===== src/verilog/pce_glue_pkg.sv =====
package pce_glue_pkg;

  // rom download path
  localparam int ROM_ADDR_W = 24;
  localparam int ROM_DATA_W = 16;

  // bytes per download word, also the address step
  localparam int ROM_ADDR_STEP = ROM_DATA_W / 8;

  // low address bits give the offset inside a 16-byte row
  localparam int POP_ROW_LSB = 4;
  localparam int POP_ROW_W = ROM_ADDR_W - POP_ROW_LSB;

  // address bit that picks the populous flag
  localparam int POP_SEL_BIT = 13;

  // rows that carry the populous signature
  localparam logic [POP_ROW_W-1:0] POP_BASE_LO = 20'h001F2;
  localparam logic [POP_ROW_W-1:0] POP_BASE_HI = 20'h00212;

  // signature words and their row offsets
  localparam int POP_SIG_WORDS = 4;
  localparam logic [POP_SIG_WORDS-1:0][ROM_DATA_W-1:0] POP_SIG = {
    16'h5355, 16'h4F4C, 16'h5550, 16'h4F50
  };
  localparam logic [POP_SIG_WORDS-1:0][POP_ROW_LSB-1:0] POP_SIG_OFS = {
    4'd12, 4'd10, 4'd8, 4'd6
  };

  // controller side
  localparam int NUM_PADS = 5;
  // one spare code so an index past the last pad can be seen
  localparam int PORT_W = $clog2(NUM_PADS + 1);
  localparam int NIB_W = 4;
  localparam int JOY_WORD_W = 4 * NIB_W;

  // option levels from the host
  typedef struct packed {
    logic bit_reverse;
    logic six_button;
    logic multitap;
  } host_opts_t;

  // one 12-button pad, active high
  typedef struct packed {
    logic [3:0] ext_buttons;
    logic start;
    logic select;
    logic button_b;
    logic button_a;
    logic up;
    logic down;
    logic left;
    logic right;
  } pad_t;

  // write port towards the rom memory
  typedef struct packed {
    logic [ROM_ADDR_W-1:0] addr;
    logic [ROM_DATA_W-1:0] data;
  } rom_write_t;

  // nibble returned by a read, coded as {high-buttons phase, sel}
  typedef enum logic [1:0] {
    NIB_BUTTONS = 2'd0,
    NIB_DPAD = 2'd1,
    NIB_EXT = 2'd2,
    NIB_ID = 2'd3
  } pad_nibble_e;

endpackage

===== src/verilog/pce_glue_top.sv =====
`timescale 1ns/1ps

module pce_glue_top
  import pce_glue_pkg::*;
(
  input  logic                  clk_sys_42_95,
  input  logic                  arst_n,
  // host download channel
  input  logic                  ioctl_wr,
  input  logic [ROM_DATA_W-1:0] ioctl_dout,
  input  logic                  cart_download,
  // option levels
  input  host_opts_t            opts,
  // pads and console lines
  input  pad_t [NUM_PADS-1:0]   pads,
  input  logic [1:0]            joy_out,
  output logic [NIB_W-1:0]      joy_in,
  // rom write side
  output logic                  rom_wr,
  output rom_write_t            rom_write,
  output logic [1:0]            populous
);

  // rom image loader
  cart_loader u_cart_loader (
    .clk_sys_42_95 (clk_sys_42_95),
    .arst_n        (arst_n),
    .cart_download (cart_download),
    .ioctl_wr      (ioctl_wr),
    .ioctl_dout    (ioctl_dout),
    .bit_reverse   (opts.bit_reverse),
    .rom_write     (rom_write),
    .rom_wr        (rom_wr),
    .populous      (populous)
  );

  // controller port mux
  pad_port u_pad_port (
    .clk_sys_42_95 (clk_sys_42_95),
    .arst_n        (arst_n),
    .pads          (pads),
    .joy_out       (joy_out),
    .six_button    (opts.six_button),
    .multitap      (opts.multitap),
    .joy_in        (joy_in)
  );

endmodule


===== src/verilog/pad_port.sv =====
`timescale 1ns/1ps

module pad_port
  import pce_glue_pkg::*;
(
  input  logic                  clk_sys_42_95,
  input  logic                  arst_n,
  input  pad_t [NUM_PADS-1:0]   pads,
  input  logic [1:0]            joy_out,
  input  logic                  six_button,
  input  logic                  multitap,
  output logic [NIB_W-1:0]      joy_in
);

  // console lines
  logic sel;
  logic clr;

  // last sample of sel and clr
  logic [1:0] joy_out_q;
  logic sel_rise;
  logic clr_rise;

  // multitap port and six-button phase
  logic [PORT_W-1:0] port;
  logic high_buttons;

  // selected pad and its active-low word
  logic port_valid;
  pad_t cur_pad;
  logic [JOY_WORD_W-1:0] joy_data;

  // nibble picked for this read
  pad_nibble_e nib_sel;
  logic [NIB_W-1:0] nibble;

  assign sel = joy_out[0];
  assign clr = joy_out[1];

  assign sel_rise = sel & ~joy_out_q[0];
  assign clr_rise = clr & ~joy_out_q[1];

  // pick the pad on the current port
  // ports past the last pad read as nothing pressed
  always_comb begin
    port_valid = (port < PORT_W'(NUM_PADS));
    cur_pad = '0;
    if (port_valid) begin
      cur_pad = pads[port];
    end
  end

  // console expects low-active buttons
  // top nibble stays 0 for the six-button id
  always_comb begin
    if (port_valid) begin
      joy_data = {
        {NIB_W{1'b0}},
        ~cur_pad.ext_buttons,
        ~{cur_pad.left, cur_pad.down, cur_pad.right, cur_pad.up},
        ~{cur_pad.start, cur_pad.select, cur_pad.button_b, cur_pad.button_a}
      };
    end else begin
      joy_data = JOY_WORD_W'(16'h0FFF);
    end
  end

  // phase picks the high pair of nibbles
  assign nib_sel = pad_nibble_e'({high_buttons, sel});

  always_comb begin
    nibble = joy_data[NIB_W-1:0];
    case (nib_sel)
      NIB_BUTTONS: nibble = joy_data[0*NIB_W +: NIB_W];
      NIB_DPAD:    nibble = joy_data[1*NIB_W +: NIB_W];
      NIB_EXT:     nibble = joy_data[2*NIB_W +: NIB_W];
      NIB_ID:      nibble = joy_data[3*NIB_W +: NIB_W];
      default:     nibble = joy_data[0*NIB_W +: NIB_W];
    endcase
  end

  // edge history
  always_ff @(posedge clk_sys_42_95 or negedge arst_n) begin
    if (!arst_n) begin
      joy_out_q <= 2'b00;
    end else begin
      joy_out_q <= joy_out;
    end
  end

  // port index
  // clr rewinds to the first pad
  // sel edges step through the tap when enabled
  always_ff @(posedge clk_sys_42_95 or negedge arst_n) begin
    if (!arst_n) begin
      port <= '0;
    end else if (clr) begin
      port <= '0;
    end else if (sel_rise && multitap) begin
      port <= port + PORT_W'(1);
    end
  end

  // six-button phase
  // alternates on every clr pulse and stays 0 without six_button
  always_ff @(posedge clk_sys_42_95 or negedge arst_n) begin
    if (!arst_n) begin
      high_buttons <= 1'b0;
    end else if (clr_rise) begin
      high_buttons <= ~high_buttons & six_button;
    end
  end

  // read latch
  // clr blanks the returned nibble
  always_ff @(posedge clk_sys_42_95 or negedge arst_n) begin
    if (!arst_n) begin
      joy_in <= '0;
    end else if (clr) begin
      joy_in <= '0;
    end else begin
      joy_in <= nibble;
    end
  end

endmodule


===== src/verilog/cart_loader.sv =====
`timescale 1ns/1ps

module cart_loader
  import pce_glue_pkg::*;
(
  input  logic                  clk_sys_42_95,
  input  logic                  arst_n,
  input  logic                  cart_download,
  input  logic                  ioctl_wr,
  input  logic [ROM_DATA_W-1:0] ioctl_dout,
  input  logic                  bit_reverse,
  output rom_write_t            rom_write,
  output logic                  rom_wr,
  output logic [1:0]            populous
);

  // previous samples for edge detection
  logic download_q;
  logic wr_q;

  // byte address of the word being written
  logic [ROM_ADDR_W-1:0] addr;

  // word after optional per-byte reversal
  logic [ROM_DATA_W-1:0] data_rev;
  logic [ROM_DATA_W-1:0] wr_data;

  // edge strobes
  logic dl_start;
  logic wr_rise;
  logic wr_fall;

  // populous check
  logic pop_row;
  logic sig_mismatch;

  assign dl_start = cart_download & ~download_q;
  assign wr_rise = ioctl_wr & ~wr_q;
  assign wr_fall = ~ioctl_wr & wr_q;

  // mirror bit order inside every byte
  // byte lanes stay where they are
  always_comb begin
    for (int b = 0; b < ROM_ADDR_STEP; b++) begin
      for (int i = 0; i < 8; i++) begin
        data_rev[8*b+i] = ioctl_dout[8*b+7-i];
      end
    end
  end

  // data follows the host word directly
  assign wr_data = bit_reverse ? data_rev : ioctl_dout;

  assign rom_write.addr = addr;
  assign rom_write.data = wr_data;

  // only two rows of the image matter
  assign pop_row = (addr[ROM_ADDR_W-1:POP_ROW_LSB] == POP_BASE_LO) ||
                   (addr[ROM_ADDR_W-1:POP_ROW_LSB] == POP_BASE_HI);

  // compare against the signature word for this offset
  // offsets outside the signature never mismatch
  always_comb begin
    sig_mismatch = 1'b0;
    for (int i = 0; i < POP_SIG_WORDS; i++) begin
      if ((addr[POP_ROW_LSB-1:0] == POP_SIG_OFS[i]) && (wr_data != POP_SIG[i])) begin
        sig_mismatch = 1'b1;
      end
    end
  end

  // host strobe and download level history
  always_ff @(posedge clk_sys_42_95 or negedge arst_n) begin
    if (!arst_n) begin
      download_q <= 1'b0;
      wr_q <= 1'b0;
    end else begin
      download_q <= cart_download;
      wr_q <= ioctl_wr;
    end
  end

  // address counter
  // cleared at download start and stepped after each word
  always_ff @(posedge clk_sys_42_95 or negedge arst_n) begin
    if (!arst_n) begin
      addr <= '0;
    end else if (dl_start) begin
      addr <= '0;
    end else if (wr_fall) begin
      addr <= addr + ROM_ADDR_W'(ROM_ADDR_STEP);
    end
  end

  // write request toggles once per word
  // each change means new addr and data
  always_ff @(posedge clk_sys_42_95 or negedge arst_n) begin
    if (!arst_n) begin
      rom_wr <= 1'b0;
    end else if (!dl_start && wr_rise) begin
      rom_wr <= ~rom_wr;
    end
  end

  // both flags armed per download
  // a wrong word clears the flag of its row
  always_ff @(posedge clk_sys_42_95 or negedge arst_n) begin
    if (!arst_n) begin
      populous <= 2'b11;
    end else if (dl_start) begin
      populous <= 2'b11;
    end else if (wr_rise && pop_row && sig_mismatch) begin
      // bit 13 is low for the lower row
      populous[addr[POP_SEL_BIT]] <= 1'b0;
    end
  end

endmodule


===== config.mk =====
export PLATFORM = sky130hd
export DESIGN_NAME = pce_glue_top
export DESIGN_NICKNAME = d
export VERILOG_FILES = /design/src/verilog/pce_glue_pkg.sv /design/src/verilog/pce_glue_top.sv /design/src/verilog/pad_port.sv /design/src/verilog/cart_loader.sv
export SDC_FILE = /design/constraint.sdc
export NUM_CORES = 1
export LEC_CHECK = 0
export BUFFER_PORTS_ARGS = -buffer_cell sky130_fd_sc_hd__clkbuf_2
export CORE_MARGIN = 8
export CORE_UTILIZATION = 43
export DETAILED_ROUTE_END_ITERATION = 8
export MAX_ROUTING_LAYER = met4
export PLACE_DENSITY = 0.75
export SLEW_MARGIN = 15
export SYNTH_ARGS = -nofsm -noshare
export SYNTH_HDL_FRONTEND = slang
export SYNTH_SLANG_ARGS = --single-unit
export TNS_END_PERCENT = 100

===== constraint.sdc =====
create_clock -name clk_sys_42_95 -period 2.65 [get_ports clk_sys_42_95]
set_input_delay 0.265 -clock clk_sys_42_95 [delete_from_list [all_inputs] [get_ports clk_sys_42_95]]
set_output_delay 0.265 -clock clk_sys_42_95 [all_outputs]
set_load 0.01 [all_outputs]

==> flow_summary.html <==
<table>
<tr><th>Metric</th><th>Value</th></tr>
<tr><th colspan="2">Detailed routing</th></tr>
<tr><td>First-pass DRT Iterations</td><td>4</td></tr>
<tr><td>Detailed-route vias per instance</td><td>5.66</td></tr>
<tr><td>Drt initial violations</td><td>111</td></tr>
<tr><td>Routed length per placed instance</td><td>16.8 um</td></tr>
<tr><td>Vias after detailed routing</td><td>2719</td></tr>
<tr><td>Total DRC errors in the routed layout</td><td>0</td></tr>
<tr><td>Total wire length</td><td>8.06 mm</td></tr>
<tr><td>Final antenna-violating net count</td><td>0</td></tr>
<tr><th colspan="2">Clock tree</th></tr>
<tr><td>Maximum buffer depth of the clock tree</td><td>2</td></tr>
<tr><td>Inserted Clock Buffers</td><td>5</td></tr>
<tr><td>H-tree level count</td><td>2</td></tr>
<tr><td>Clock tree from TritonCTS</td><td>yes</td></tr>
<tr><td>Clock tree root buffer cell</td><td>sky130_fd_sc_hd__clkbuf_8</td></tr>
<tr><td>Hold-fix buffer count after cts</td><td>0</td></tr>
<tr><td>Count of instances resized after the clock tree is built</td><td>0</td></tr>
<tr><td>Setup Buffers After CTS</td><td>0</td></tr>
<tr><td>Worst skew pair latency</td><td>0.30 ns</td></tr>
<tr><td>Clock sinks</td><td>38</td></tr>
<tr><td>CTS clk-pin slew, worst paths</td><td>0.08 ns</td></tr>
<tr><th colspan="2">Synth</th></tr>
<tr><td>Share of synthesized area occupied by flip-flops and latches</td><td>0.348</td></tr>
<tr><td>Synth unique cells</td><td>51</td></tr>
<tr><td>Number of enable flip-flop cells after synthesis</td><td>0</td></tr>
<tr><td>Number of flip-flops and latches in the synthesized netlist</td><td>38</td></tr>
<tr><td>Yosys warning count</td><td>0</td></tr>
<tr><td>Most used DFF post-synth</td><td>sky130_fd_sc_hd__dfrtp_1</td></tr>
<tr><td>Mapped Avg Cell Area</td><td>9.96 um2</td></tr>
<tr><td>Post-synthesis cell area</td><td>2740 um2</td></tr>
<tr><td>Mapped Cells</td><td>275</td></tr>
<tr><td>Proportion of synthesized flip-flops having asynchronous set or reset</td><td>1.00</td></tr>
<tr><td>Synth Net Count</td><td>362</td></tr>
<tr><th colspan="2">STA</th></tr>
<tr><td>Worst rel slew slack</td><td>0.376</td></tr>
<tr><td>Clock Skews</td><td>0.00340 ns</td></tr>
<tr><td>Max-slew violation count</td><td>0</td></tr>
<tr><td>RSZ-0062 raised after global routing</td><td>no</td></tr>
<tr><td>Number of endpoints with negative hold slack in the final report</td><td>0</td></tr>
<tr><td>Number of setup violations in the final report</td><td>0</td></tr>
<tr><td>Tightest hold margin</td><td>0.0874 ns</td></tr>
<tr><td>Maximum clock rate</td><td>498 MHz</td></tr>
<tr><td>Time the worst path needs with I/O delays and setup</td><td>2.01 ns</td></tr>
<tr><td>Pin slew with the least headroom to its limit</td><td>0.935 ns</td></tr>
<tr><td>Crit share post-route</td><td>0.758</td></tr>
<tr><td>Accumulated negative setup slack</td><td>0 ns</td></tr>
<tr><th colspan="2">Worst setup path</th></tr>
<tr><td>Critical-path top delay cell</td><td>sky130_fd_sc_hd__or4b_4</td></tr>
<tr><td>Worst Path Buf+Inv</td><td>0</td></tr>
<tr><td>Required @ worst endpoint</td><td>2.87 ns</td></tr>
<tr><td>Ordered cell list for the critical path</td><td>or4b_4 -&gt; nor4_4 -&gt; nand4b_1 -&gt; o41ai_1 -&gt; a21oi_1</td></tr>
<tr><td>Top delay family on crit path</td><td>simple AND/OR/NAND/NOR gates</td></tr>
<tr><td>Worst Path Max Fanout</td><td>7</td></tr>
<tr><td>Path type of the worst setup path</td><td>flip-flop to flip-flop</td></tr>
<tr><td>Critical path capture point type</td><td>flip-flop</td></tr>
<tr><td>Largest stage delay on the critical path</td><td>0.58 ns</td></tr>
<tr><td>Data arrival time of the worst path</td><td>2.23 ns</td></tr>
<tr><td>Startpoint kind of the worst setup timing path</td><td>flip-flop</td></tr>
<tr><th colspan="2">Cells and area</th></tr>
<tr><td>Non-filler cells in the finished layout</td><td>480</td></tr>
<tr><td>Layout net count</td><td>489</td></tr>
<tr><td>Most common cell after layout, fill and taps aside</td><td>sky130_fd_sc_hd__clkbuf_2</td></tr>
<tr><td>FF/Latch Area</td><td>953 um2</td></tr>
<tr><td>Ant. Diodes</td><td>0</td></tr>
<tr><td>Number of inserted filler cells in the final layout</td><td>564</td></tr>
<tr><td>Area Growth Syn to Fin</td><td>30.0%</td></tr>
<tr><td>Commonest cells after routing, fill and taps aside</td><td>sky130_fd_sc_hd__clkbuf_2, sky130_fd_sc_hd__dfrtp_1, sky130_fd_sc_hd__nor2_1</td></tr>
<tr><td>Area of the multi-input gates</td><td>1690 um2</td></tr>
<tr><td>Fraction of final layout cells sized beyond drive strength 1</td><td>0.447</td></tr>
<tr><th colspan="2">Placed design</th></tr>
<tr><td>Placed wire-length estimate</td><td>6.62 mm</td></tr>
<tr><td>Routability congestion estimate</td><td>0.838</td></tr>
<tr><td>PortBufs</td><td>130</td></tr>
<tr><td>Number of cells in the design after placement</td><td>472</td></tr>
<tr><th colspan="2">Power and ir drop</th></tr>
<tr><td>PD cells</td><td>410 nW/um2</td></tr>
<tr><td>IR drop worst, VDD</td><td>0.000248 V</td></tr>
<tr><td>Total leakage power</td><td>0.00165 uW</td></tr>
<tr><td>Total Power Consumption</td><td>1460 uW</td></tr>
<tr><th colspan="2">Floorplan</th></tr>
<tr><td>Initial core utilization</td><td>0.439</td></tr>
<tr><td>Placeable core area</td><td>6240 um2</td></tr>
<tr><td>Floorplan die width</td><td>95.8 um</td></tr>
<tr><td>Die area</td><td>9180 um2</td></tr>
<tr><td>Number of ports placed on the die boundary</td><td>132</td></tr>
<tr><td># rows</td><td>29</td></tr>
<tr><td>Die span in y</td><td>95.8 um</td></tr>
<tr><th colspan="2">GRT</th></tr>
<tr><td>Largest net degree at the start of global routing</td><td>39</td></tr>
<tr><td>First-pass GRT wire length</td><td>13.3 mm</td></tr>
<tr><td>Overall global routing resource usage</td><td>0.186</td></tr>
<tr><td>Number of global-route vias before repair</td><td>2939</td></tr>
<tr><td>Initial antenna violation count</td><td>0</td></tr>
<tr><td>Gr ovfl total</td><td>0</td></tr>
<tr><th colspan="2">Status</th></tr>
<tr><td>Run status</td><td>finished clean</td></tr>
<tr><th colspan="2">Min path</th></tr>
<tr><td>Worst min path class</td><td>input port to flip-flop</td></tr>
<tr><th colspan="2">Job</th></tr>
<tr><td>Max-capacitance violation count</td><td>0</td></tr>
</table>
[final cells by class]
class / instances / area share
multi-input cells: 215 / 0.474
clock inverters: 2 / 0.0105
clock buffers: 6 / 0.0204
flip-flops and latches: 38 / 0.268
repair buffers: 135 / 0.193
well taps: 77 / 0.0270
inverters: 7 / 0.00738
[synth_stat cells (5+ instances only)]
master,instances,share of area
sky130_fd_sc_hd__nor3_1,8,0.015
sky130_fd_sc_hd__o21ai_0,10,0.018
sky130_fd_sc_hd__mux2_2,14,0.058
sky130_fd_sc_hd__nor4_1,7,0.016
sky130_fd_sc_hd__nor2b_1,6,0.014
sky130_fd_sc_hd__nand4_1,7,0.016
sky130_fd_sc_hd__nand2b_1,5,0.011
sky130_fd_sc_hd__xor2_1,7,0.022
sky130_fd_sc_hd__nor2_1,31,0.042
sky130_fd_sc_hd__mux4_2,12,0.099
sky130_fd_sc_hd__inv_1,7,0.0096
sky130_fd_sc_hd__buf_2,6,0.011
sky130_fd_sc_hd__dfrtp_1,36,0.33
sky130_fd_sc_hd__clkbuf_1,7,0.0096
sky130_fd_sc_hd__a21oi_1,8,0.015
sky130_fd_sc_hd__nand2_1,10,0.014
sky130_fd_sc_hd__xnor2_1,14,0.045
sky130_fd_sc_hd__a221oi_1,8,0.026
sky130_fd_sc_hd__nand3_1,7,0.013
[sequential cells by signal, summed over array words and instances, names as in the netlist]
name                      flops
u_cart_loader.addr           23
u_pad_port.joy_in             4
u_pad_port.port               3
u_cart_loader.populous        2
u_pad_port.joy_out_q          2
u_cart_loader.download_q      1
u_cart_loader.rom_wr          1
u_cart_loader.wr_q            1
u_pad_port.high_buttons       1
[path summary, 6_finish.rpt]
kind / startpoint / end / slack [ns] / depth (start not counted)
max in group asynchronous: arst_n / u_cart_loader.addr[21]$_DFFE_PN0P_ / 1.98 / 1
min in group asynchronous: arst_n / u_cart_loader.addr[12]$_DFFE_PN0P_ / 0.10 / 1
worst max register to register: u_cart_loader.addr[7]$_DFFE_PN0P_ / u_cart_loader.populous[0]$_DFFE_PN1P_ / 0.64 / 5
worst max-delay path: u_cart_loader.addr[7]$_DFFE_PN0P_ / u_cart_loader.populous[0]$_DFFE_PN1P_ / 0.64 / 5
worst min register to register: u_cart_loader.rom_wr$_DFFE_PN0P_ / u_cart_loader.rom_wr$_DFFE_PN0P_ / 0.48 / 1
worst min-delay path: cart_download / u_cart_loader.download_q$_DFF_PN0_ / 0.09 / 1
[cell families after synthesis]
| group | share of synthesized area |
|---|---|
| AOI/OAI and AO/OA | 0.115 |
| xor gates and xnor gates | 0.0671 |
| adders and majority gates | 0.00913 |
| buffers and inverters | 0.0370 |
| DFF | 0.348 |
| muxes | 0.163 |
| other | 0.00137 |
| and+or+nand+nor | 0.259 |
[metrics by stage]
step	setup slack (ns)	area [um2]	utilization
floorplan	0.758	2740	-
global placement	0.729	3450	0.553
detailed placement	0.661	3450	0.553
CTS	0.644	3560	0.571
global route	0.504	3560	0.571
finish	0.643	3560	0.571
[worst register-to-register path, cell delays in order (launching register included)]
cell and delay (ns):
sky130_fd_sc_hd__dfrtp_1 0.46, sky130_fd_sc_hd__or4b_4 0.58, sky130_fd_sc_hd__nor4_4 0.31, sky130_fd_sc_hd__nand4b_1 0.16, sky130_fd_sc_hd__o41ai_1 0.36, sky130_fd_sc_hd__a21oi_1 0.07
[layer usage]
layer,vias to the layer above,part of all wire,track usage,routed length [um]
li1,1299,-,-,-
met1,1287,0.41,0.209,3340
met2,118,0.49,0.317,3930
met3,15,0.078,0.0460,632
met4,0,0.020,0.0602,163
met5,-,0,-,0
[power by group]
group,switching [uW],internal [uW]
clock network,218,281
logic,157,164
registers,32.6,609
Power figures use the tool's default switching activity.
